===== src/design/cache_pkg.sv =====
package cache_pkg;

    // data and address widths
    typedef logic [15:0] word_t;
    typedef logic [15:0] addr_t;

    // address fields: tag | set index | word offset
    typedef logic [11:0] tag_t;
    typedef logic [1:0]  index_t;
    typedef logic [1:0]  offset_t;

    // cache geometry
    localparam int BLOCK_WORDS = 4;
    localparam int NUM_SETS    = 4;

    // main memory size in words
    localparam int MEM_DEPTH = 65536;

    // word a of memory holds a ^ MEM_PATTERN after reset
    localparam word_t MEM_PATTERN = 16'hA5C3;

    // shared by both caches
    typedef enum logic [2:0] {
        idle,
        wait_grant,
        refill,
        write_mem,
        respond
    } cache_state_t;

endpackage


===== src/design/icache.sv =====
`timescale 1ns/1ps

module icache (
    input  logic             clk,
    input  logic             reset_n,
    input  logic             i_req,
    input  cache_pkg::addr_t i_addr,
    output logic             i_done,
    output cache_pkg::word_t i_data,
    output logic             i_hit,
    output logic             mem_req,
    output cache_pkg::addr_t mem_addr,
    input  logic             mem_grant,
    input  logic             mem_valid,
    input  logic             mem_last,
    input  cache_pkg::word_t mem_rdata
);

    cache_pkg::cache_state_t state;
    cache_pkg::addr_t        req_addr;
    cache_pkg::offset_t      fill_cnt;

    logic [cache_pkg::NUM_SETS-1:0] valid;
    cache_pkg::tag_t  tags [cache_pkg::NUM_SETS];
    cache_pkg::word_t data_mem [cache_pkg::NUM_SETS][cache_pkg::BLOCK_WORDS];

    cache_pkg::tag_t    in_tag;
    cache_pkg::index_t  in_idx;
    cache_pkg::offset_t in_off;
    cache_pkg::index_t  req_idx;
    cache_pkg::offset_t req_off;
    logic               accept;
    logic               lookup_hit;

    // fields of the incoming and the latched address
    assign in_tag  = i_addr[15:4];
    assign in_idx  = i_addr[3:2];
    assign in_off  = i_addr[1:0];
    assign req_idx = req_addr[3:2];
    assign req_off = req_addr[1:0];

    // a new request can follow directly on the done cycle
    assign accept = i_req && (state == cache_pkg::idle || state == cache_pkg::respond);

    assign lookup_hit = valid[in_idx] && (tags[in_idx] == in_tag);

    assign i_done   = (state == cache_pkg::respond);
    assign mem_req  = (state == cache_pkg::wait_grant) || (state == cache_pkg::refill);
    assign mem_addr = {req_addr[15:2], 2'b00};

    always_ff @(posedge clk) begin
        if (reset_n) begin
            state    <= cache_pkg::idle;
            valid    <= '0;
            i_hit    <= 1'b0;
            fill_cnt <= '0;
        end else begin
            case (state)
                cache_pkg::idle, cache_pkg::respond: begin
                    state <= cache_pkg::idle;
                    if (i_req) begin
                        i_hit <= lookup_hit;
                        state <= lookup_hit ? cache_pkg::respond : cache_pkg::wait_grant;
                    end
                end
                cache_pkg::wait_grant: begin
                    if (mem_grant) begin
                        state    <= cache_pkg::refill;
                        fill_cnt <= '0;
                    end
                end
                cache_pkg::refill: begin
                    if (mem_valid) begin
                        fill_cnt <= fill_cnt + 2'd1;
                        // block complete on the last beat
                        if (mem_last) begin
                            valid[req_idx] <= 1'b1;
                            state          <= cache_pkg::respond;
                        end
                    end
                end
                default: state <= cache_pkg::idle;
            endcase
        end
    end

    // tag and data arrays, read data
    always_ff @(posedge clk) begin
        if (accept) begin
            req_addr <= i_addr;
            i_data   <= data_mem[in_idx][in_off];
        end
        if (state == cache_pkg::refill && mem_valid) begin
            data_mem[req_idx][fill_cnt] <= mem_rdata;
            // forward the requested word as it streams in
            if (fill_cnt == req_off) begin
                i_data <= mem_rdata;
            end
            if (mem_last) begin
                tags[req_idx] <= req_addr[15:4];
            end
        end
    end

endmodule


===== config.mk =====
export PLATFORM = sky130hd
export DESIGN_NAME = icache
export DESIGN_NICKNAME = d
export VERILOG_FILES = /design/src/design/cache_pkg.sv /design/src/design/icache.sv
export SDC_FILE = /design/constraint.sdc
export NUM_CORES = 1
export LEC_CHECK = 0
export ABC_AREA = 0
export BUFFER_PORTS_ARGS = -buffer_cell sky130_fd_sc_hd__buf_2
export CORE_AREA = 2 2 216 218
export DETAILED_ROUTE_END_ITERATION = 10
export DIE_AREA = 0 0 218 220
export PLACE_DENSITY_LB_ADDON = 0.05
export SLEW_MARGIN = 20
export SYNTH_ARGS = -nofsm -noshare
export SYNTH_HDL_FRONTEND = slang
export SYNTH_SLANG_ARGS = --single-unit

===== constraint.sdc =====
create_clock -name clk -period 5.3 [get_ports clk]
set_input_delay 0.265 -clock clk [delete_from_list [all_inputs] [get_ports clk]]
set_output_delay 0.265 -clock clk [all_outputs]
set_load 0.01 [all_outputs]

==> impl_metrics.yaml <==
timing:
  clock.fmax_ghz: 0.375
  period_needed_ns: 2.67
  worst_slack_ns: 2.63
  rsz0062_at_grt: "no"
  finalSetupTns_ns: 0
  tightestPinTransition_ns: 0.980
  finalHoldViolations: 0
  maxSlewViolCount: 0
  finalSetupViolations: 0
  max-slew-margin-rel: 0.347
  worst_clock_skew_ns: 0.0136
  finalCritPeriodShare: 0.504
  hold_ws_ns: 0.0475
clock_tree:
  post-cts-setup-buffers: 0
  clockBufferDepth: 3
  htree_levels: 2
  cts-root-buf: "clkbuf_16"
  cts_tree: "built"
  insertion_delay_ns: 0.55
  cts_buffers: 40
  clock-sinks: 346
  clk_pin_slew_ns: 0.06
placement:
  port_buffers: 70
  pre_cts_ws_ns: 2.50
  dpl.hpwl_um: 19200
  routabilityCongestion: 0.729
worst_setup_path:
  timing_worst_setup_path_type: "flop to flop"
  crit_path_max_fanout: 10
  critPathRequiredTime_ns: 5.53
  crit_arrival_ns: 2.90
  start_kind: "flop"
  endpoint_kind: "flop"
detailed_routing:
  ant_nets: 0
  dr.pass1.iters: 4
  wl_per_cell_um: 24.3
  drc: 0
  totalWireLength_um: 34500
  via_per_inst: 4.69
  first_iter_violations: 390
  via_count: 6657
cells_and_area:
  seqCellArea_sq_mm: 0.0101
  fin_nets: 826
  multiInputGateArea_sq_mm: 0.00317
  syn2layout_area_growth_pct: 17.3
  drive_above_1_share: 0.283
  fillers: 4350
  antenna_cells: 0
synth:
  yosysUniqueCellTypes: 36
  synth_seq_cells: 346
  syn_inst: 694
  synth_area_sq_mm: 0.0135
  ys_seq_area_frac: 0.749
  synth-warning-count: 0
  avgSynthCellArea_sq_um: 19.5
pwr:
  vdd_ir_drop_max_uv: 178
  p_leak_nw: 5.09
  power.total_w: 0.00591
  powerDensity_mw_per_mm2: 372
global_routing:
  grt_pass1_vias: 7183
  grt_overflow: 0
  grt.total_usage: 0.148
  grt_start_max_net_pins: 55
  grt_first_pass_wirelength_um: 50100
  antenna_found_initial: 1
floorplan:
  die-area_sq_mm: 0.0480
  start_util: 0.295
  core_sq_mm: 0.0459
  placementRows: 79
  die_w_um: 218
  fp.dieH_um: 220
  ios: 73
min_path:
  min_path_type: "input port to flop"
flow_run:
  max_cap_viol_count: 0
run_status:
  status: "complete, no violations"
==> layout make-up <==
| class | count | share of cell area |
|---|---|---|
| clock buffer | 57 | 0.0710 |
| multi-input combinational | 293 | 0.200 |
| inverter | 4 | 0.000947 |
| timing repair buffer | 99 | 0.0382 |
| sequential | 346 | 0.639 |
| tap | 607 | 0.0479 |
| clock inverter | 14 | 0.00363 |
==> where the power goes <==
group / internal (W) / total, W / switching (W)
sequential: 0.00302 / 0.00307 / 0.0000416
combinational: 0.000132 / 0.000326 / 0.000195
clock: 0.00147 / 0.00251 / 0.00105
==> critical path, stage by stage, from the launching register on <==
cell      delay, ns
dfxtp_1        0.34
nand2b_1       0.20
nor2_1         0.16
and2_1         0.28
nand2_1        0.27
nor3_2         0.70
buf_4          0.39
==> through the flow <==
stage	util	instances	area, sq um
after floorplan	-	695	13500
after global placement	0.317	1336	14500
after detailed placement	0.317	1336	14500
after CTS	0.346	1420	15900
after global routing	0.346	1420	15900
final	0.346	1420	15900
==> synth_stat cells <==
cell | n | area share
nand2_1 | 25 | 0.0069
nand3b_1 | 2 | 0.0011
xnor2_1 | 7 | 0.0045
a211oi_1 | 33 | 0.018
buf_4 | 19 | 0.011
buf_1 | 2 | 0.00056
conb_1 | 1 | 0.00028
xor2_1 | 13 | 0.0084
and2_1 | 2 | 0.00092
mux4_2 | 70 | 0.12
nor3_1 | 6 | 0.0022
nand4_1 | 5 | 0.0023
edfxtp_1 | 320 | 0.71
ha_1 | 4 | 0.0037
clkbuf_1 | 16 | 0.0044
or4_1 | 1 | 0.00056
buf_6 | 6 | 0.0050
a31oi_1 | 1 | 0.00046
buf_2 | 9 | 0.0033
and3_1 | 1 | 0.00046
o21ba_2 | 5 | 0.0037
o21ai_1 | 16 | 0.0059
nor2b_1 | 16 | 0.0074
o21ai_0 | 2 | 0.00074
o41ai_1 | 2 | 0.0013
a21oi_1 | 19 | 0.0070
mux2i_1 | 31 | 0.023
inv_1 | 4 | 0.0011
nand3_1 | 1 | 0.00037
dfxtp_1 | 26 | 0.038
o2111ai_1 | 1 | 0.00065
nor3b_1 | 1 | 0.00056
o31a_1 | 1 | 0.00065
nand2b_1 | 3 | 0.0014
a21o_1 | 1 | 0.00056
nor2_1 | 22 | 0.0061
==> cells by family (layout without fill, tap and decap cells) <==
family                   count (synthesis)  in the layout  share of synthesized area
AO/OA/AOI/OAI                           81             81                     0.0393
XOR/XNOR                                20             20                     0.0130
adder cells (fa/ha/maj)                  4              4                    0.00370
buffers and inverters                   56            174                     0.0250
flip-flops                             346            346                      0.749
multiplexers                           101            101                      0.140
other                                    1              2                   0.000277
AND/OR/NAND/NOR                         85             85                     0.0303
==> per-layer routing <==
layer	vias up	routed length [um]	global-route usage
met4	0	730	0.0469
met5	-	0	0
met1	3493	16100	0.200
li1	2975	-	-
met3	49	1320	0.0251
met2	140	16300	0.242
==> flip-flops by register name, indices dropped and copies added (netlist names) <==
register	flops
valid	4
state	3
i_hit	1
tags	48
fill_cnt	2
i_data	16
data_mem	256
req_addr	16
==> placed cells by master, fill, tap and decap left out, drive strengths merged <==
cell,count
a31oi,1
nor2,22
ha,4
a211oi,33
a21o,1
nor3b,1
conb,2
o21ai,18
mux2i,31
o31a,1
o41ai,2
buf,86
and3,1
xnor2,7
clkbuf,57
inv,4
dlygate4sd3,13
and2,2
nand2,25
o21ba,5
nor2b,16
a21oi,19
nand4,5
nand2b,3
clkinv,14
o2111ai,1
nand3,1
edfxtp,320
or4,1
xor2,13
dfxtp,26
nor3,6
mux4,70
nand3b,2
==> timing repair <==
action	in CTS	in global routing
gates resized for setup	0	0
hold buffers	13	0
endpoints found under the hold margin	13	0
==> path summary, 6_finish.rpt <==
path | start | endpoint | slack, ns | depth (start not counted)
setup / recovery | state[0]$_SDFFE_PP0P_ | data_mem[0][63]$_DFFE_PP_ | 2.63 | 6
hold / removal | reset_n | fill_cnt[1]$_SDFFE_PP0P_ | 0.05 | 2
setup reg to reg | state[0]$_SDFFE_PP0P_ | data_mem[0][63]$_DFFE_PP_ | 2.63 | 6
hold reg to reg | valid[3]$_SDFFE_PP0P_ | valid[3]$_SDFFE_PP0P_ | 0.48 | 1
No activity file was read; power rests on OpenSTA's default activity.
