<file path="src/design/cache_pkg.sv">
package cache_pkg;

    // data and address widths
    typedef logic [15:0] word_t;
    typedef logic [15:0] addr_t;

    // address fields: tag | set index | word offset
    typedef logic [11:0] tag_t;
    typedef logic [1:0]  index_t;
    typedef logic [1:0]  offset_t;

    // cache geometry
    localparam int BLOCK_WORDS = 4;
    localparam int NUM_SETS    = 4;

    // main memory size in words
    localparam int MEM_DEPTH = 65536;

    // word a of memory holds a ^ MEM_PATTERN after reset
    localparam word_t MEM_PATTERN = 16'hA5C3;

    // shared by both caches
    typedef enum logic [2:0] {
        idle,
        wait_grant,
        refill,
        write_mem,
        respond
    } cache_state_t;

endpackage

</file>
<file path="src/design/mem_arbiter.sv">
`timescale 1ns/1ps

module mem_arbiter (
    input  logic             clk,
    input  logic             reset_n,
    input  logic             ic_mem_req,
    input  cache_pkg::addr_t ic_mem_addr,
    input  logic             dc_mem_req,
    input  logic             dc_mem_we,
    input  cache_pkg::addr_t dc_mem_addr,
    input  cache_pkg::word_t dc_mem_wdata,
    input  logic             mem_valid,
    input  logic             mem_last,
    output logic             ic_grant,
    output logic             dc_grant,
    output logic             ic_valid,
    output logic             ic_last,
    output logic             dc_valid,
    output logic             dc_last,
    output logic             mem_start,
    output logic             mem_we,
    output cache_pkg::addr_t mem_addr,
    output cache_pkg::word_t mem_wdata
);

    typedef enum logic [1:0] {
        own_none,
        own_ic,
        own_dc
    } owner_t;

    owner_t owner;
    logic   sel_dc;

    // grant only from idle, data side wins a tie
    assign dc_grant  = (owner == own_none) && dc_mem_req;
    assign ic_grant  = (owner == own_none) && ic_mem_req && !dc_mem_req;
    assign mem_start = ic_grant || dc_grant;

    // memory samples the command in the grant cycle
    assign sel_dc    = dc_grant || (owner == own_dc);
    assign mem_we    = sel_dc && dc_mem_we;
    assign mem_addr  = sel_dc ? dc_mem_addr : ic_mem_addr;
    assign mem_wdata = dc_mem_wdata;

    // returns only reach the current owner
    assign ic_valid = (owner == own_ic) && mem_valid;
    assign ic_last  = (owner == own_ic) && mem_last;
    assign dc_valid = (owner == own_dc) && mem_valid;
    assign dc_last  = (owner == own_dc) && mem_last;

    always_ff @(posedge clk) begin
        if (reset_n) begin
            owner <= own_none;
        end else begin
            case (owner)
                own_none: begin
                    if (dc_grant) begin
                        owner <= own_dc;
                    end else if (ic_grant) begin
                        owner <= own_ic;
                    end
                end
                own_ic, own_dc: begin
                    // held until the transaction's last beat
                    if (mem_last) begin
                        owner <= own_none;
                    end
                end
                default: owner <= own_none;
            endcase
        end
    end

endmodule

</file>
<file path="config.mk">
export PLATFORM = sky130hd
export DESIGN_NAME = mem_arbiter
export DESIGN_NICKNAME = d
export VERILOG_FILES = /design/src/design/cache_pkg.sv /design/src/design/mem_arbiter.sv
export SDC_FILE = /design/constraint.sdc
export NUM_CORES = 1
export LEC_CHECK = 0
export BUFFER_PORTS_ARGS = -buffer_cell sky130_fd_sc_hd__buf_4
export CORE_ASPECT_RATIO = 1.25
export CORE_MARGIN = 2
export CORE_UTILIZATION = 30
export CTS_CLUSTER_SIZE = 25
export DETAILED_ROUTE_END_ITERATION = 6
export GPL_TIMING_DRIVEN = 0
export PLACE_DENSITY = 0.84
export SYNTH_ARGS = -nofsm -noshare
export SYNTH_HDL_FRONTEND = slang
export SYNTH_SLANG_ARGS = --single-unit
</file>
<file path="constraint.sdc">
create_clock -name clk -period 2.2 [get_ports clk]
set_input_delay 0.11 -clock clk [delete_from_list [all_inputs] [get_ports clk]]
set_output_delay 0.11 -clock clk [all_outputs]
set_load 0.03 [all_outputs]
</file>
==> results of run 1 <==
[path summary, 6_finish.rpt]
path	startpoint	end	slack, ps	depth (start not counted)
worst min register to register	owner[1]	owner[1]	510	2
worst min-delay path	reset_n	owner[1]	40	2
worst max-delay path	owner[1]	mem_addr[7]	160	7
worst max register to register	owner[1]	owner[0]	600	5
[per-layer routing]
layer  wire [microns]  up-vias  share of wire  track usage
met1              816      320           0.34        0.191
met4               31        0          0.013       0.0909
met5                0        -              0            0
met3              324        2           0.14       0.0570
met2             1200       58           0.51        0.346
li1                 -      359              -            -
[area by class of cell]
type                    count  area (sq um)  area share
plain buffers              17           140       0.114
clock buffers               3          22.5      0.0183
inverters                   3          11.3     0.00915
multi-input cells          40           407       0.330
flip-flops and latches      2          40.0      0.0325
well taps                  20          25.0      0.0203
repair buffers             78           586       0.476
[worst max-delay path, delay by kind of cell (launching register included)]
kind                     cells  cell delay (ps)
adder cells (fa/ha/maj)      1              240
buffers and inverters        3              430
flip-flops                   1              360
multiplexers                 1              310
AND/OR/NAND/NOR              2              340
[layout by cell type (no fill, tap or decap), drive strengths merged]
| cell type | instances |
|---|---|
| and2 | 5 |
| and2b | 1 |
| dfxtp | 2 |
| a21o | 1 |
| clkbuf | 3 |
| nor2b | 1 |
| nand2b | 1 |
| inv | 3 |
| a31oi | 1 |
| buf | 95 |
| ha | 4 |
| a2111oi | 1 |
| nand2 | 2 |
| nor2 | 3 |
| mux2 | 16 |
| nand3 | 1 |
| a211oi | 1 |
| o21ai | 1 |
| or3 | 1 |
[logic make-up after synthesis]
family	Yosys count
adder cells (fa/ha/maj)	4
flip-flops	2
AND/OR/NAND/NOR	15
AO/OA/AOI/OAI	5
buffers and inverters	20
multiplexers	16
[power by group through the flow]
stage	Combinational (mW)	Clock (mW)	Sequential (mW)
CTS	1.25	0.0936	0.0646
global placement	1.22	0	0.0643
detailed placement	1.24	0	0.0653
finish	1.24	0.0897	0.0643
global route	1.30	0.0914	0.0675
floorplan	0.879	0	0.0623
==> out/metrics.csv, run 1 <==
stage,metric,value,unit
outcome,status,completed,
clock_network,CTS tree,built,
detailed_routing,DR pass1 iterations,2,
place,Placed Cells,160,
synth,"Cell Area, Synth",598,sq um
synth,Simple-Gate Fraction of Synth Area,0.169,
floorplanning,initial core utilization,0.309,
finish,Final Core Density,0.636,
pwr,sequential power share,0.046,
place,input/output buffers,78,
global_route,vias in the first global route,680,
finish,Final #Nets,204,
timing,"Worst Setup Slack, final",156,ps
pwr,power share of the combinational group,0.889,
detailed_routing,DRT iter0 DRCs,8,
timing,Final Slew Violations,0,
pwr,PwrDens,1130,mW/mm^2
synth,post-synthesis mux area share,0.358,
detailed_routing,Post-DRT Antenna Nets,0,
detailed_routing,drt drc,0,
pwr,P_sw,705,uW
finish,post-route cell area,0.00123,sq mm
synth,Synth area leaders,"mux2_4 (23%), buf_4 (20%), mux2_2 (13%)",
synth,Synth Register Bits,2,
synth,number of synthesized flops with an enable pin,0,
global_route,initial antenna violation count,0,
finish,max reg flops,2,
critical_path,CP endpoint kind,primary output,
finish,share of cells above drive strength 1,0.825,
floorplanning,row count,18,
global_route,Congestion Overflow GR,0,
finish,Final Non-Filler Cells,163,
synth,register area share after synthesis,0.0669,
synth,Ys Warns,0,
timing,RSZ-0062 raised after global routing,no,
finish,Syn-to-layout area delta,106,%
clock_network,cts hold-fix bufs,0,
synth,largest area contributor in the netlist,mux2_4,
global_route,first-pass GRT wire length,3.18,mm
finish,Top reg by flops,owner,
synth,share of the synthesized area in the top cell type,0.226,
critical_path,CP peak stage delay,360,ps
synth,asr flop ratio synth,0,
critical_path,Worst setup SP type,flip-flop,
timing,Clock Skews,8.37,ps
clock_network,setup bufs post-CTS,0,
critical_path,WS Path Type,reg2out,
pwr,final total power,1.39,mW
critical_path,Crit-path slowest cell,dfxtp_1,
synth,Synth Area in Compound Gates,0.0690,
detailed_routing,DR vias,739,
pwr,sw frac,0.506,
finish,biggest regs,owner: 2 flops,
critical_path,Worst EP required,2090,ps
clock_network,H-Tree Depth,1,
clock_network,# resized after CTS,0,
pwr,cell-internal power,687,uW
synth,Adder-Cell Fraction of Synth Area,0.0837,
synth,Mean Syn Cell Area,9.65,sq um
global_route,pin count of the biggest net entering global routing,11,
clock_network,CTS Buf Count,3,
timing,Slew HR,0.789,
detailed_routing,WL per Instance,14.6,microns
synth,most frequent cells after synthesis,"buf_4 (16), mux2_4 (9), mux2_2 (7)",
synth,largest family of logic cells by synthesized area,multiplexers,
clock_network,Worst-path clk slew,40,ps
synth,Most used DFF post-synth,dfxtp_1,
timing,Slew @ Worst Pin,316,ps
pwr,Peak VDD IR,0.000719,V
job,MaxCap Viol Count,0,
finish,Fillers,173,
floorplanning,die footprint,0.00237,sq mm
timing,setup TNS,0,ps
clock_network,Worst-Skew Late Latency,240,ps
timing,Fin Hold WS,44.4,ps
detailed_routing,total wire length,2.37,mm
synth,xor and xnor fraction of the mapped netlist area,0,
global_route,GRT Util Overall,0.188,
place,Placed Area,0.00121,sq mm
timing,Final Hold Fails,0,
synth,cell count after synthesis,62,
critical_path,CP arrival,1930,ps
min_path,Hold WC Path Type,in2reg,
floorplanning,Core Region,0.00194,sq mm
timing,Tcrit/Tclk final,0.929,
timing,f_max,0.489,GHz
clock_network,CTS root buf,clkbuf_4,
floorplanning,die height,53.9,microns
timing,Final setup viols,0,
pwr,Leak Pwr,0.693,nW
floorplanning,die width,43.9,microns
critical_path,crit path cell chain,inv_1 > ha_1 > and2_4 > nor2_8 > buf_12 > mux2_4 > buf_4,
place,Setup WS pre-CTS,412,ps
detailed_routing,Via-to-Cell Ratio,4.53,
timing,min cycle time layout,2040,ps
clock_network,Sink Count,2,
synth,Synth Net Count,121,
synth,cell with the most instances after synthesis,buf_4,
finish,Antenna diodes,0,
pwr,Clk network pwr share,0.064,
synth,distinct cell type count after synthesis,22,
floorplanning,top-level I/O count,95,
place,global placement routability congestion,0.762,
critical_path,CP Max Fanout,10,
clock_network,clock buffer depth,2,
Power figures use the tool's default switching activity.
==> run 2, diff against run 1 <==
==> constraint.sdc (replaced) <==
create_clock -name clk -period 2.2 [get_ports clk]
set_input_delay 0.44 -clock clk [delete_from_list [all_inputs] [get_ports clk]]
set_output_delay 0.44 -clock clk [all_outputs]
set_load 0.03 [all_outputs]
==> run 2 against run 1 <==
Compared with the run above:
- non-clock buffer count rose by 8
- count of clock-buffer cells in the layout unchanged
- core utilization grew 8.3 points
- sequential power rose by 13%
- critical path type unchanged
- via count rose by 6.6%
- clock power is 5.7% higher
- combinational power increased by 24%
- routed wire length up 19%
- final cell count is 4.9% higher
- final area grew 13%
- global-route usage increased by 4.0 points
==> out/metrics.csv, run 2 (synthesized netlist as in run 1, its figures left out) <==
stage,metric,value,unit
outcome,status,completed,
place,Placed Cells,160,
finish,Syn-to-layout area delta,133,%
finish,post-route cell area,0.00139,sq mm
clock_network,CTS Buf Count,3,
critical_path,CP peak stage delay,340,ps
finish,"commonest non-fill, non-tap cell in the layout",buf_4,
detailed_routing,WL met3,317,microns
critical_path,CP Max Fanout,5,
global_route,Congestion Overflow GR,0,
clock_network,CTS root buf,clkbuf_4,
clock_network,H-Tree Depth,1,
finish,Final Non-Filler Cells,171,
critical_path,crit path cell chain,inv_2 > ha_4 > and2_4 > nor2_8 > buf_6 > mux2_4 > buf_6,
min_path,Hold WC Path Type,in2reg,
detailed_routing,DR pass1 iterations,4,
detailed_routing,total wire length,2.82,mm
place,input/output buffers,78,
detailed_routing,WL per Instance,16.5,microns
detailed_routing,DRT iter0 DRCs,8,
detailed_routing,met2 routed WL,1.54,mm
global_route,GRT Util Overall,0.228,
floorplanning,die footprint,0.00237,sq mm
critical_path,Worst setup SP type,flip-flop,
finish,biggest regs,owner: 2 flops,
critical_path,Worst EP required,1760,ps
clock_network,clock buffer depth,2,
detailed_routing,DR top layer,met4,
timing,f_max,0.460,GHz
timing,Final setup viols,0,
job,MaxCap Viol Count,0,
pwr,Leak Pwr,0.760,nW
timing,Fin Hold WS,367,ps
timing,Slew HR,0.789,
finish,max reg flops,2,
clock_network,Worst-Skew Late Latency,250,ps
critical_path,Crit-path slowest cell,dfxtp_2,
clock_network,Sink Count,2,
pwr,Peak VDD IR,0.000775,V
critical_path,CP endpoint kind,primary output,
timing,RSZ-0062 raised after global routing,yes,
critical_path,WS Path Type,reg2out,
timing,Tcrit/Tclk final,0.988,
finish,Final #Nets,212,
timing,Clock Skews,13.6,ps
floorplanning,die height,53.9,microns
floorplanning,top-level I/O count,95,
timing,Slew @ Worst Pin,316,ps
clock_network,CTS tree,built,
global_route,initial antenna violation count,0,
critical_path,Buf/Inv on CP,3,
detailed_routing,met1 wire length,929,microns
finish,share of cells above drive strength 1,0.874,
finish,Antenna diodes,0,
global_route,vias in the first global route,754,
place,global placement routability congestion,0.762,
global_route,pin count of the biggest net entering global routing,6,
floorplanning,Core Region,0.00194,sq mm
critical_path,CP top delay family,buffers and inverters,
place,Placed Area,0.00121,sq mm
detailed_routing,Post-DRT Antenna Nets,0,
critical_path,CP most frequent cell,buf_6,
timing,Final Hold Fails,0,
floorplanning,row count,18,
clock_network,Worst-path clk slew,40,ps
finish,Fillers,145,
finish,most frequent cells in the layout,"buf_4 (85), buf_6 (15), mux2_4 (9)",
pwr,PwrDens,1230,mW/mm^2
critical_path,CP arrival,1730,ps
floorplanning,initial core utilization,0.309,
finish,Top reg by flops,owner,
detailed_routing,DR vias,788,
global_route,first-pass GRT wire length,3.77,mm
detailed_routing,drt drc,0,
timing,Final Slew Violations,0,
floorplanning,die width,43.9,microns
timing,min cycle time layout,2170,ps
detailed_routing,Via-to-Cell Ratio,4.61,
run 2: per-stage QoR:
step,util,setup WS (ps),TNS [ps],power (mW)
finish,0.719,27.2,0,1.71
global route,0.719,-13.7,-20.8,1.78
CTS,0.729,-52.7,-382,1.78
detailed placement,0.624,82.4,0,1.31
global placement,0.624,99.8,0,1.29
floorplan,-,271,0,0.941
run 2: where the power goes:
part	leakage [nW]	internal [mW]	total [mW]	switching [mW]
combinational	0.729	0.797	1.54	0.744
sequential	0.0172	0.0563	0.0724	0.0161
clock	0.0138	0.0611	0.0948	0.0337
total	0.760	0.914	1.71	0.794
run 2: per-layer routing:
metal | global-route usage | up-vias
met5 | 0 | -
met4 | 0.101 | 0
li1 | - | 374
met2 | 0.439 | 58
met1 | 0.221 | 354
met3 | 0.0671 | 2
run 2: layout make-up:
cell class	count	area, sq um	area share
well taps	20	25.0	0.0180
repair buffers	87	747	0.536
plain buffers	16	120	0.0863
multi-input cells	40	422	0.303
inverters	3	13.8	0.00988
clock buffers	3	22.5	0.0162
flip-flops and latches	2	42.5	0.0305
run 2: repair_timing:
action | in CTS | in global routing
setup endpoints to repair | 17 | 17
buffers inserted | 8 | 1
cloned | 1 | 0
hold buffers | 0 | 0
pin swaps | 3 | 3
resized for setup | 18 | 6
run 2: final timing paths:
path / from / end / slack, ps / cells past startpoint
hold / removal: reset_n / owner[1] / 370 / 2
setup / recovery: owner[1] / mem_addr[14] / 30 / 7
setup reg to reg: owner[1] / owner[0] / 660 / 5
hold reg to reg: owner[0] / owner[0] / 620 / 3
==> run 3, diff against run 2 <==
--- a/config.mk
+++ b/config.mk
@@ -5,7 +5,7 @@
 export SDC_FILE = /design/constraint.sdc
 export NUM_CORES = 1
 export LEC_CHECK = 0
-export BUFFER_PORTS_ARGS = -buffer_cell sky130_fd_sc_hd__buf_4
+export BUFFER_PORTS_ARGS = -buffer_cell sky130_fd_sc_hd__buf_2
 export CORE_ASPECT_RATIO = 1.25
 export CORE_MARGIN = 2
 export CORE_UTILIZATION = 30
==> run 3 against run 2 <==
Compared with the run above:
- first-iteration DRC count is 88% lower
- hold slack better by 32 ps
- die area stayed put
- via count is 2.4% lower
- critical path depth stayed put
- critical path type unchanged
==> out/metrics.csv, run 3 (synthesized netlist as in run 1, its figures left out) <==
stage,metric,value,unit
finish,Final Non-Filler Cells,169,
finish,Antenna diodes,0,
pwr,PwrDens,1360,mW/mm^2
clock_network,cts hold-fix bufs,0,
clock_network,CTS Buf Count,3,
timing,RSZ-0062 raised after global routing,yes,
detailed_routing,Post-DRT Antenna Nets,0,
global_route,vias in the first global route,832,
finish,area of the multi-input gates,444,sq um
timing,Final setup viols,0,
timing,min cycle time layout,2170,ps
timing,Tcrit/Tclk final,0.987,
finish,Sequential Area,45.0,sq um
global_route,pin count of the biggest net entering global routing,6,
floorplanning,die height,53.9,microns
finish,max reg flops,2,
critical_path,Reg2Reg Setup Slack,700,ps
detailed_routing,DR pass1 iterations,2,
place,Placed Area,0.00101,sq mm
finish,post-route cell area,0.00127,sq mm
finish,share of cells above drive strength 1,0.872,
pwr,Leak Pwr,0.744,nW
finish,Top reg by flops,owner,
timing,f_max,0.461,GHz
detailed_routing,WL per Instance,15.3,microns
timing,setup TNS,0,ps
timing,Slew @ Worst Pin,316,ps
critical_path,CP arrival,1730,ps
floorplanning,initial core utilization,0.309,
floorplanning,die footprint,0.00237,sq mm
critical_path,CP Max Fanout,5,
detailed_routing,Via-to-Cell Ratio,4.55,
place,global placement routability congestion,0.710,
outcome,status,completed,
clock_network,clock buffer depth,2,
critical_path,Worst EP required,1760,ps
clock_network,Worst-Skew Late Latency,220,ps
place,input/output buffers,78,
finish,Final #Nets,210,
global_route,Congestion Overflow GR,0,
detailed_routing,total wire length,2.58,mm
timing,Slew HR,0.788,
detailed_routing,drt drc,0,
detailed_routing,DR vias,769,
detailed_routing,DRT iter0 DRCs,1,
global_route,initial antenna violation count,0,
timing,Final Slew Violations,0,
critical_path,WS Path Type,reg2out,
clock_network,Worst-path clk slew,30,ps
place,Post-DP HPWL,1.82,mm
finish,biggest regs,owner: 2 flops,
floorplanning,Core Region,0.00194,sq mm
finish,Final Core Density,0.656,
critical_path,R2R cell count,5,
clock_network,CTS tree,built,
pwr,Peak VDD IR,0.000705,V
place,Placed Cells,160,
floorplanning,die width,43.9,microns
job,MaxCap Viol Count,0,
min_path,Hold WC Path Type,in2reg,
floorplanning,top-level I/O count,95,
global_route,GRT Util Overall,0.207,
timing,Clock Skews,3.81,ps
finish,Fillers,154,
clock_network,CTS root buf,clkbuf_4,
pwr,final total power,1.72,mW
global_route,first-pass GRT wire length,3.67,mm
clock_network,Sink Count,2,
finish,"commonest non-fill, non-tap cell in the layout",buf_2,
critical_path,Worst setup SP type,flip-flop,
floorplanning,row count,18,
finish,Syn-to-layout area delta,112,%
clock_network,H-Tree Depth,1,
timing,Final Hold Fails,0,
min_path,Hold Path Stages,2,
critical_path,CP endpoint kind,primary output,
finish,most frequent cells in the layout,"buf_2 (63), buf_4 (19), mux2_4 (15), buf_6 (15), and2_1 (4)",
-- run 3: cell count changes in the layout (fill, tap and decap cells not counted) --
| cell | previous run | this run |
|---|---|---|
| mux2_2 | 7 | 1 |
| buf_4 | 85 | 19 |
| bufbuf_16 | 0 | 1 |
| dfxtp_4 | 0 | 1 |
| mux2_4 | 9 | 15 |
| dfxtp_2 | 2 | 1 |
| buf_2 | 0 | 63 |
-- run 3: critical path, cell delays in order, from the launching register on --
cell and delay [ps]:
dfxtp_4 350, inv_4 50, ha_4 150, and2_4 150, nor2_8 100, bufbuf_16 270, mux2_4 300, buf_6 140
-- run 3: final cells by class --
cell class	instances	share of cell area
inverters	3	0.0108
repair buffers	84	0.456
flip-flops and latches	2	0.0355
clock buffers	3	0.0177
well taps	20	0.0197
multi-input cells	40	0.350
plain buffers	17	0.110
-- run 3: timing repair --
| action | in CTS | in global routing |
|---|---|---|
| gates resized for setup | 40 | 5 |
| endpoints found under the setup margin | 17 | 16 |
| cloned | 1 | 0 |
| pin swaps | 2 | 1 |
| buffers inserted | 5 | 0 |
| hold endpoints to repair | 0 | 0 |
-- run 3: where the power goes --
part	leakage, nW	switching (mW)	internal (mW)
Combinational	0.712	0.746	0.820
Sequential	0.0175	0.0164	0.0594
Clock	0.0138	0.0196	0.0601
Total	0.744	0.782	0.940
-- run 3: worst paths after layout --
path | endpoint | from
worst max-delay path | mem_addr[13] | owner[1]
worst min-delay path | owner[0] | reset_n
worst max register to register | owner[0] | owner[0]
worst min register to register | owner[0] | owner[0]
-- run 3: metal layers --
metal  part of all wire  vias up  GRT usage
met4              0.017        0     0.0657
li1                   -      369          -
met3               0.14        4     0.0839
met2               0.51       58      0.392
met1               0.33      338      0.203
met5                  0        -          0
-- run 3: through the flow --
step	hold WS, ps	worst slack [ps]
finish	399	29.3
global route	398	-18.9
CTS	396	-3.72
detailed placement	514	68.5
global placement	496	94.6
floorplan	465	271
