$ cat config.mk
export PLATFORM = sky130hd
export DESIGN_NAME = dcache
export DESIGN_NICKNAME = d
export VERILOG_FILES = /design/src/design/cache_pkg.sv /design/src/design/dcache.sv
export SDC_FILE = /design/constraint.sdc
export NUM_CORES = 1
export LEC_CHECK = 0
export ABC_AREA = 1
export BUFFER_PORTS_ARGS = -buffer_cell sky130_fd_sc_hd__buf_2
export CORE_UTILIZATION = 54
export CTS_CLUSTER_SIZE = 10
export DETAILED_ROUTE_END_ITERATION = 12
export GPL_TIMING_DRIVEN = 1
export MAX_ROUTING_LAYER = met4
export PLACE_DENSITY = 0.76
export SYNTH_ARGS = -nofsm -noshare
export SYNTH_HDL_FRONTEND = slang
export SYNTH_SLANG_ARGS = --single-unit
$ cat constraint.sdc
create_clock -name clk -period 2.6 [get_ports clk]
set_input_delay 0.26 -clock clk [delete_from_list [all_inputs] [get_ports clk]]
set_output_delay 0.26 -clock clk [all_outputs]
set_load 0.01 [all_outputs]
$ cat src/design/cache_pkg.sv
package cache_pkg;

    // data and address widths
    typedef logic [15:0] word_t;
    typedef logic [15:0] addr_t;

    // address fields: tag | set index | word offset
    typedef logic [11:0] tag_t;
    typedef logic [1:0]  index_t;
    typedef logic [1:0]  offset_t;

    // cache geometry
    localparam int BLOCK_WORDS = 4;
    localparam int NUM_SETS    = 4;

    // main memory size in words
    localparam int MEM_DEPTH = 65536;

    // word a of memory holds a ^ MEM_PATTERN after reset
    localparam word_t MEM_PATTERN = 16'hA5C3;

    // shared by both caches
    typedef enum logic [2:0] {
        idle,
        wait_grant,
        refill,
        write_mem,
        respond
    } cache_state_t;

endpackage

$ cat src/design/dcache.sv
`timescale 1ns/1ps

module dcache (
    input  logic             clk,
    input  logic             reset_n,
    input  logic             d_req,
    input  logic             d_we,
    input  cache_pkg::addr_t d_addr,
    input  cache_pkg::word_t d_wdata,
    output logic             d_done,
    output cache_pkg::word_t d_rdata,
    output logic             d_hit,
    output logic             mem_req,
    output logic             mem_we,
    output cache_pkg::addr_t mem_addr,
    output cache_pkg::word_t mem_wdata,
    input  logic             mem_grant,
    input  logic             mem_valid,
    input  logic             mem_last,
    input  cache_pkg::word_t mem_rdata
);

    cache_pkg::cache_state_t state;
    cache_pkg::addr_t        req_addr;
    logic                    req_we;
    cache_pkg::offset_t      fill_cnt;

    logic [cache_pkg::NUM_SETS-1:0] valid;
    cache_pkg::tag_t  tags [cache_pkg::NUM_SETS];
    cache_pkg::word_t data_mem [cache_pkg::NUM_SETS][cache_pkg::BLOCK_WORDS];

    cache_pkg::tag_t    in_tag;
    cache_pkg::index_t  in_idx;
    cache_pkg::offset_t in_off;
    cache_pkg::index_t  req_idx;
    cache_pkg::offset_t req_off;
    logic               accept;
    logic               lookup_hit;

    assign in_tag  = d_addr[15:4];
    assign in_idx  = d_addr[3:2];
    assign in_off  = d_addr[1:0];
    assign req_idx = req_addr[3:2];
    assign req_off = req_addr[1:0];

    assign accept = d_req && (state == cache_pkg::idle || state == cache_pkg::respond);

    assign lookup_hit = valid[in_idx] && (tags[in_idx] == in_tag);

    assign d_done  = (state == cache_pkg::respond);
    assign mem_req = (state == cache_pkg::wait_grant) || (state == cache_pkg::refill) ||
                     (state == cache_pkg::write_mem);
    assign mem_we  = mem_req && req_we;

    // writes go to the exact word, reads fetch the aligned block
    assign mem_addr = req_we ? req_addr : {req_addr[15:2], 2'b00};

    always_ff @(posedge clk) begin
        if (reset_n) begin
            state    <= cache_pkg::idle;
            valid    <= '0;
            d_hit    <= 1'b0;
            fill_cnt <= '0;
        end else begin
            case (state)
                cache_pkg::idle, cache_pkg::respond: begin
                    state <= cache_pkg::idle;
                    if (d_req) begin
                        d_hit <= lookup_hit;
                        // every write goes through to memory
                        if (d_we || !lookup_hit) begin
                            state <= cache_pkg::wait_grant;
                        end else begin
                            state <= cache_pkg::respond;
                        end
                    end
                end
                cache_pkg::wait_grant: begin
                    if (mem_grant) begin
                        state    <= req_we ? cache_pkg::write_mem : cache_pkg::refill;
                        fill_cnt <= '0;
                    end
                end
                cache_pkg::refill: begin
                    if (mem_valid) begin
                        fill_cnt <= fill_cnt + 2'd1;
                        if (mem_last) begin
                            valid[req_idx] <= 1'b1;
                            state          <= cache_pkg::respond;
                        end
                    end
                end
                cache_pkg::write_mem: begin
                    // memory acks the single-word write with mem_last
                    if (mem_last) begin
                        state <= cache_pkg::respond;
                    end
                end
                default: state <= cache_pkg::idle;
            endcase
        end
    end

    always_ff @(posedge clk) begin
        if (accept) begin
            req_addr  <= d_addr;
            req_we    <= d_we;
            mem_wdata <= d_wdata;
            d_rdata   <= data_mem[in_idx][in_off];
            // write hit updates the cached copy, a miss leaves the set alone
            if (d_we && lookup_hit) begin
                data_mem[in_idx][in_off] <= d_wdata;
            end
        end
        if (state == cache_pkg::refill && mem_valid) begin
            data_mem[req_idx][fill_cnt] <= mem_rdata;
            if (fill_cnt == req_off) begin
                d_rdata <= mem_rdata;
            end
            if (mem_last) begin
                tags[req_idx] <= req_addr[15:4];
            end
        end
    end

endmodule

==> reports/metrics.json, run 1 <==
{
  "postCtsSetupBuffers": 0,
  "timing.critical_path.slowest_cell_delay_ns": 0.57,
  "status": "finished, final reports clean",
  "instances_no_fill": 1704,
  "timing.critical_path.max_delay_family": "simple AND/OR/NAND/NOR gates",
  "final-seq-area_um2": 10600,
  "net_count_after_synthesis": 1240,
  "maximum_number_of_pins_on_one_net_before_global_route_repair": 111,
  "drt_first_iter_violations": 1418,
  "floorplan.rows": 59,
  "final-max-slew-violation-count": 0,
  "grt-ovfl-total": 0,
  "cts_max_path_buffers": 3,
  "netlist_instances": 1181,
  "layout_commonest_cell": "sky130_fd_sc_hd__edfxtp_1",
  "layout.nets": 1395,
  "die-height_um": 167,
  "synth_top_cells_by_area": "sky130_fd_sc_hd__edfxtp_1 (69%), sky130_fd_sc_hd__nand2_1 (4.8%), sky130_fd_sc_hd__o21ai_0 (4.7%), sky130_fd_sc_hd__nor2_1 (4.5%), sky130_fd_sc_hd__dfxtp_1 (3.5%)",
  "total_die_area_um2": 27800,
  "worst-r2r-setup-slack_ns": 0.13,
  "cp.arrival_ns": 2.67,
  "netlist_area_before_placement_um2": 14700,
  "syn2layout_area_growth_pct": 19.0,
  "whs_ns": 0.0142,
  "fraction_of_layout_cells_with_a_size_suffix_above_1_pct": 19.1,
  "yosysTopAreaCellShare_pct": 69.0,
  "dr_total_vias": 10263,
  "clkLatencyLatePin_ns": 0.53,
  "antenna_violations_before_repair": 1,
  "power_leakage_nw": 6.19,
  "timing.critical_path.fanout_max": 16,
  "fillCellCount": 1801,
  "fin_skew_ns": 0.0138,
  "timing.final.setup_violations": 0,
  "first_pass_grt_wire_length_um": 57700,
  "setup_tns_ns": 0,
  "final.min_clock_period_ns": 2.47,
  "io-pin-count": 107,
  "timing_worst_slew_pin_value_ns": 0.629,
  "yosys_warns": 0,
  "drt-pass1-iter-count": 8,
  "core_area_um2": 26400,
  "timing.final.hold_violations": 0,
  "post_synth.cell_area_avg_um2": 12.4,
  "remaining_drc_errors": 0,
  "netlist-cell-type-count": 38,
  "multi_input_combinational_cell_area_um2": 3590,
  "grt_use_total_pct": 28.7,
  "cp_common_cell": "sky130_fd_sc_hd__inv_2",
  "crit_required_ns": 2.79,
  "detail_route.wl_per_cell_um": 22.3,
  "die_width_um": 167,
  "endpoint_kind": "flop",
  "power_density_nw_per_um2": 870,
  "critical-path-slowest-cell": "sky130_fd_sc_hd__mux2_2",
  "initial_cell_density_of_the_core_pct": 55.7,
  "cts-root-buf": "sky130_fd_sc_hd__clkbuf_16",
  "maxCapViolCount": 0,
  "yosysSeqAreaShare_pct": 72.5,
  "timing.critical_path.cells": "inv_2 > nor3_2 > inv_2 > nor2_4 > nand2_1 > nand4_4 > buf_4 > mux2_2",
  "period_share_pct": 95.2,
  "clock_slew_at_the_register_clock_pins_of_the_worst_setup_and_hold_paths_ns": 0.06,
  "synth_top_cell_by_area": "sky130_fd_sc_hd__edfxtp_1",
  "timing.critical_path.buf_inv": 3,
  "port_buffers": 106,
  "ir_drop_mv": 0.442,
  "post_drt_via_cell_ratio": 6.02,
  "cts_tree": "built",
  "timing.slew.headroom_pct": 57.9,
  "htree_levels": 2,
  "first_global_vias": 9830,
  "hold_path.class": "in -> reg",
  "timing.critical_path.from_type": "flop",
  "yosys_register_bits": 363,
  "maxClockFrequency_mhz": 404,
  "numCtsBuffers": 42,
  "grt_setup_unrepaired": "no",
  "criticalPathCategory": "reg -> reg",
  "antenna-diode-count": 0,
  "dp.cells": 1597,
  "place.detailed.hpwl_um": 23800,
  "cts_num_sinks": 363,
  "drtAntennaViolNets": 0,
  "commonest_non_fill_non_tap_cells_in_the_layout": "sky130_fd_sc_hd__edfxtp_1 (337), sky130_fd_sc_hd__nand2_1 (188), sky130_fd_sc_hd__nor2_1 (175), sky130_fd_sc_hd__o21ai_0 (137), sky130_fd_sc_hd__buf_2 (105)",
  "placer_congestion": 0.941,
  "postRouteWirelength_um": 38000
}
## worst min-delay path, delay by kind of cell
kind,cells,cell delay [ns]
buf+inv,1,0.09
simple gates,1,0.04
compound gates,1,0.12
## registers in the layout, indices dropped and copies added (netlist names), 2 cells and up
register   count
d_rdata       16
data_mem     256
req_addr      16
valid          4
tags          48
mem_wdata     16
state          3
fill_cnt       2
## cell usage after synthesis (all sizes together)
cell	instances
edfxtp	337
buf	40
nor2	177
nor2b	1
ha	4
o221ai	2
o21ai	140
a21oi	23
nor3b	1
xor2	2
dfxtp	26
inv	27
xnor2	2
o22ai	64
nand3b	8
clkbuf	38
a22o	6
nand4	17
o21bai	1
nand2	189
and3	1
a211oi	3
nand3	33
a31oi	14
mux2	14
nor3	10
or2	1
## logic make-up after synthesis
| kind of cell | after synthesis | share of synthesized area [%] |
|---|---|---|
| AOI/OAI and AO/OA | 253 | 9.57 |
| DFF | 363 | 72.5 |
| and+or+nand+nor | 438 | 12.7 |
| xor gates and xnor gates | 4 | 0.239 |
| buffers and inverters | 105 | 3.55 |
| adders and majority gates | 4 | 0.341 |
| muxes | 14 | 1.07 |
## layout make-up
class / count / area share [%]
multi-input combinational: 713 / 20.6
timing repair buffer: 189 / 8.28
clock buffer: 76 / 7.12
sequential: 363 / 61.0
clock inverter: 1 / 0.0287
inverter: 27 / 0.595
tap: 335 / 2.40
## what timing repair did
item                                    4_1_cts  5_1_grt
hold buffers                                 30        0
endpoints found under the setup margin        0       92
hold endpoints to repair                     30        0
gates resized for setup                       0        2
## report_power, final
| group | internal (mW) | switching (mW) | total (mW) |
|---|---|---|---|
| logic | 0.771 | 1.71 | 2.48 |
| clock network | 3.20 | 2.18 | 5.39 |
| registers | 7.10 | 0.227 | 7.32 |
## final timing paths
path | start | end | cells past startpoint
setup reg to reg | state[1]$_SDFFE_PP0P_ | data_mem[1][59]$_DFFE_PP_ | 8
hold / removal | mem_rdata[5] | d_rdata[5]$_DFF_P_ | 3
setup / recovery | state[1]$_SDFFE_PP0P_ | data_mem[1][59]$_DFFE_PP_ | 8
hold reg to reg | d_rdata[8]$_DFF_P_ | d_rdata[8]$_DFF_P_ | 2
## metal layers
| layer | track usage (%) | part of all wire (%) |
|---|---|---|
| met1 | 38.0 | 40 |
| met2 | 43.6 | 46 |
| met3 | 5.32 | 10 |
| met4 | 12.4 | 4.2 |
| met5 | - | 0 |
## metrics by stage
stage	power [mW]	area [um^2]	setup slack (ns)	utilization, %
2_1_floorplan	8.75	14700	-0.125	-
3_3_place_gp	9.76	15900	0.0743	60.3
3_5_place_dp	9.83	15900	-0.00966	60.3
4_1_cts	15.2	17400	0.134	66.2
5_1_grt	15.6	17400	0.0273	66.2
6_report	15.2	17400	0.126	66.2
Power figures use the tool's default switching activity.
==> inputs of run 2 (changes only) <==
--- a/config.mk
+++ b/config.mk
@@ -6,7 +6,7 @@
 export NUM_CORES = 1
 export LEC_CHECK = 0
 export ABC_AREA = 1
-export BUFFER_PORTS_ARGS = -buffer_cell sky130_fd_sc_hd__buf_2
+export BUFFER_PORTS_ARGS = -buffer_cell sky130_fd_sc_hd__buf_4
 export CORE_UTILIZATION = 54
 export CTS_CLUSTER_SIZE = 10
 export DETAILED_ROUTE_END_ITERATION = 12
==> run 2 against run 1 <==
Core utilization rose by 1.1 points. Clock skew increased by 0.0031 ns. Flip-flop and latch count is the same. Global-route usage grew 0.22 points. Routed wire length about the same. Critical path depth grew 3. Worst setup slack better by 0.073 ns. Die area stayed put. Critical path type unchanged.
==> reports/metrics.json, run 2 (synthesis results as in run 1) <==
{
  "status": {"value": "finished, final reports clean", "change": "unchanged"},
  "layout_commonest_cell": {"value": "sky130_fd_sc_hd__edfxtp_1", "change": "unchanged"},
  "io-pin-count": {"value": 107, "change": "unchanged"},
  "cts-root-buf": {"value": "sky130_fd_sc_hd__clkbuf_16", "change": "unchanged"},
  "cts_num_sinks": {"value": 363, "change": "unchanged"},
  "post_drt_via_cell_ratio": {"value": 6.02, "change": "about the same"},
  "core_area": {"value": 26400, "unit": "um^2", "change": "unchanged"},
  "fillCellCount": {"value": 1764, "change": "was 1801"},
  "largest_reg_flops": {"value": 256, "change": "unchanged"},
  "cts_tree": {"value": "built", "change": "unchanged"},
  "drtAntennaViolNets": {"value": 0, "change": "unchanged"},
  "htree_levels": {"value": 2, "change": "unchanged"},
  "crit_cells": {"value": 11, "change": "was 8"},
  "drt_first_iter_violations": {"value": 1269, "change": "was 1418"},
  "timing.rr.start": {"value": "state[1]$_SDFFE_PP0P_", "change": "unchanged"},
  "grt_use_total": {"value": 28.9, "unit": "%", "change": "was 28.7%"},
  "port_buffers": {"value": 106, "change": "unchanged"},
  "timing.critical_path.cells": {"value": "inv_2 > nor3_2 > inv_2 > nor2_4 > nand2_1 > nand4_4 > nand2_1 > o21ai_2 > nand2_2 > a21oi_2 > buf_12", "change": "was inv_2 > nor3_2 > inv_2 > nor2_4 > nand2_1 > nand4_4 > buf_4 > mux2_2"},
  "antenna_violations_before_repair": {"value": 0, "change": "was 1"},
  "timing.critical_path.buf_inv": {"value": 3, "change": "unchanged"},
  "placer_congestion": {"value": 0.975, "change": "was 0.941"},
  "dp.cells": {"value": 1588, "change": "was 1597"},
  "timing.critical_path.from_type": {"value": "flop", "change": "unchanged"},
  "cp.arrival": {"value": 2.63, "unit": "ns", "change": "was 2.67 ns"},
  "power_density": {"value": 870, "unit": "nW/um^2", "change": "about the same"},
  "power_leakage": {"value": 6.26, "unit": "nW", "change": "was 6.19 nW"},
  "fraction_of_layout_cells_with_a_size_suffix_above_1": {"value": 18.9, "unit": "%", "change": "was 19.1%"},
  "fin_skew": {"value": 0.0168, "unit": "ns", "change": "was 0.0138 ns"},
  "crit_required": {"value": 2.83, "unit": "ns", "change": "was 2.79 ns"},
  "antenna-diode-count": {"value": 0, "change": "unchanged"},
  "syn2layout_area_growth": {"value": 20.9, "unit": "%", "change": "was 19.0%"},
  "register_with_the_most_flip_flops": {"value": "data_mem", "change": "unchanged"},
  "grt_setup_unrepaired": {"value": "no", "change": "unchanged"},
  "endpoint_kind": {"value": "flop", "change": "unchanged"},
  "whs": {"value": 0.0165, "unit": "ns", "change": "was 0.0142 ns"},
  "largest_registers": {"value": "data_mem (256), tags (48)", "change": "unchanged"},
  "grt-ovfl-total": {"value": 0, "change": "unchanged"},
  "hold_path.class": {"value": "in -> reg", "change": "unchanged"},
  "numCtsBuffers": {"value": 42, "change": "unchanged"},
  "dr_total_vias": {"value": 10226, "change": "was 10263"},
  "multi_input_combinational_cell_area": {"value": 3600, "unit": "um^2", "change": "was 3590 um^2"},
  "postRouteWirelength": {"value": 38000, "unit": "um", "change": "about the same"},
  "remaining_drc_errors": {"value": 0, "change": "unchanged"},
  "timing_worst_slew_pin_value": {"value": 0.729, "unit": "ns", "change": "was 0.629 ns"},
  "period_share": {"value": 92.3, "unit": "%", "change": "was 95.2%"},
  "cts_max_path_buffers": {"value": 3, "change": "unchanged"},
  "instances_no_fill": {"value": 1698, "change": "was 1704"},
  "die_width": {"value": 167, "unit": "um", "change": "unchanged"},
  "maximum_number_of_pins_on_one_net_before_global_route_repair": {"value": 130, "change": "was 111"},
  "timing.critical_path.max_delay_family": {"value": "simple AND/OR/NAND/NOR gates", "change": "unchanged"},
  "timing.final.setup_violations": {"value": 0, "change": "unchanged"},
  "clock_slew_at_the_register_clock_pins_of_the_worst_setup_and_hold_paths": {"value": 0.05, "unit": "ns", "change": "was 0.06 ns"},
  "place.detailed.hpwl": {"value": 23100, "unit": "um", "change": "was 23800 um"},
  "total_die_area": {"value": 27800, "unit": "um^2", "change": "unchanged"},
  "first_pass_grt_wire_length": {"value": 58900, "unit": "um", "change": "was 57700 um"},
  "detail_route.wl_per_cell": {"value": 22.4, "unit": "um", "change": "was 22.3 um"},
  "criticalPathCategory": {"value": "reg -> reg", "change": "unchanged"},
  "clkLatencyLatePin": {"value": 0.53, "unit": "ns", "change": "about the same"},
  "timing.final.hold_violations": {"value": 0, "change": "unchanged"},
  "critical-path-slowest-cell": {"value": "sky130_fd_sc_hd__dfxtp_1", "change": "was sky130_fd_sc_hd__mux2_2"},
  "maxCapViolCount": {"value": 0, "change": "unchanged"},
  "ir_drop": {"value": 0.456, "unit": "mV", "change": "was 0.442 mV"},
  "final-seq-area": {"value": 10600, "unit": "um^2", "change": "unchanged"},
  "timing.slew.headroom": {"value": 51.4, "unit": "%", "change": "was 57.9%"},
  "timing.hold.worst_path_depth": {"value": 3, "change": "unchanged"},
  "die-height": {"value": 167, "unit": "um", "change": "unchanged"},
  "timing.critical_path.slowest_cell_delay": {"value": 0.38, "unit": "ns", "change": "was 0.57 ns"},
  "cp_startpoint": {"value": "state[1]$_SDFFE_PP0P_", "change": "unchanged"},
  "initial_cell_density_of_the_core": {"value": 55.7, "unit": "%", "change": "unchanged"},
  "commonest_non_fill_non_tap_cells_in_the_layout": {"value": "sky130_fd_sc_hd__edfxtp_1 (337), sky130_fd_sc_hd__nand2_1 (184), sky130_fd_sc_hd__nor2_1 (175), sky130_fd_sc_hd__o21ai_0 (137), sky130_fd_sc_hd__buf_4 (132)", "change": "was sky130_fd_sc_hd__edfxtp_1 (337), sky130_fd_sc_hd__nand2_1 (188), sky130_fd_sc_hd__nor2_1 (175), sky130_fd_sc_hd__o21ai_0 (137), sky130_fd_sc_hd__buf_2 (105)"},
  "worst-r2r-cell-count": {"value": 11, "change": "was 8"},
  "first_global_vias": {"value": 10104, "change": "was 9830"},
  "timing.critical_path.fanout_max": {"value": 16, "change": "unchanged"},
  "final.min_clock_period": {"value": 2.40, "unit": "ns", "change": "was 2.47 ns"},
  "worstHoldStart": {"value": "mem_rdata[2]", "change": "was mem_rdata[5]"},
  "floorplan.rows": {"value": 59, "change": "unchanged"},
  "final-max-slew-violation-count": {"value": 0, "change": "unchanged"},
  "layout.nets": {"value": 1390, "change": "was 1395"},
  "drt-pass1-iter-count": {"value": 6, "change": "was 8"},
  "maxClockFrequency": {"value": 417, "unit": "MHz", "change": "was 404 MHz"}
}
run 2: final cells by class:
| class | instances | area share, % |
|---|---|---|
| multi-input cells | 713 | 20.3 |
| repair buffers | 184 | 9.54 |
| clock inverters | 1 | 0.169 |
| flip-flops and latches | 363 | 60.0 |
| well taps | 335 | 2.36 |
| clock buffers | 75 | 6.99 |
| inverters | 27 | 0.586 |
run 2: tightest hold or removal path, delay by kind of cell:
kind	cells	cell delay, ns
buffers and inverters	2	0.11
AO/OA/AOI/OAI	1	0.13
run 2: where the power goes:
part	switching (mW)	internal (mW)	total [mW]
logic	1.69	0.913	2.61
clock network	2.17	3.30	5.47
registers	0.249	7.10	7.35
total	4.11	11.3	15.4
run 2: path summary, 6_finish.rpt:
path	to	slack [ns]
hold reg to reg	valid[0]$_SDFFE_PP0P_	0.48
setup / recovery	data_mem[1][48]$_DFFE_PP_	0.20
setup reg to reg	data_mem[1][48]$_DFFE_PP_	0.20
hold / removal	d_rdata[2]$_DFF_P_	0.02
run 2: metal layers:
layer / vias up / GRT usage [%] / share of wire [%]
li1: 4577 / - / -
met1: 5029 / 37.9 / 39
met2: 540 / 45.7 / 49
met3: 80 / 4.61 / 8.7
met4: 0 / 10.8 / 3.1
met5: - / - / 0
run 2: through the flow:
step	instance area [um^2]	setup slack (ns)	util (%)	total power, mW	setup TNS [ns]
after global routing	17700	0.0189	67.3	15.9	0
after global placement	16100	0.0672	61.1	9.88	0
after detailed placement	16100	-0.00370	61.1	9.96	-0.0518
after CTS	17700	0.0637	67.2	15.4	0
after floorplan	14700	-0.125	-	8.75	-22.31
final	17700	0.199	67.3	15.4	0
run 2: repair_timing:
action                                  in CTS  in global routing
gates resized for setup                      0                  6
hold buffers                                34                  0
buffers inserted                             0                  0
endpoints found under the setup margin       0                218
hold endpoints to repair                    41                  0
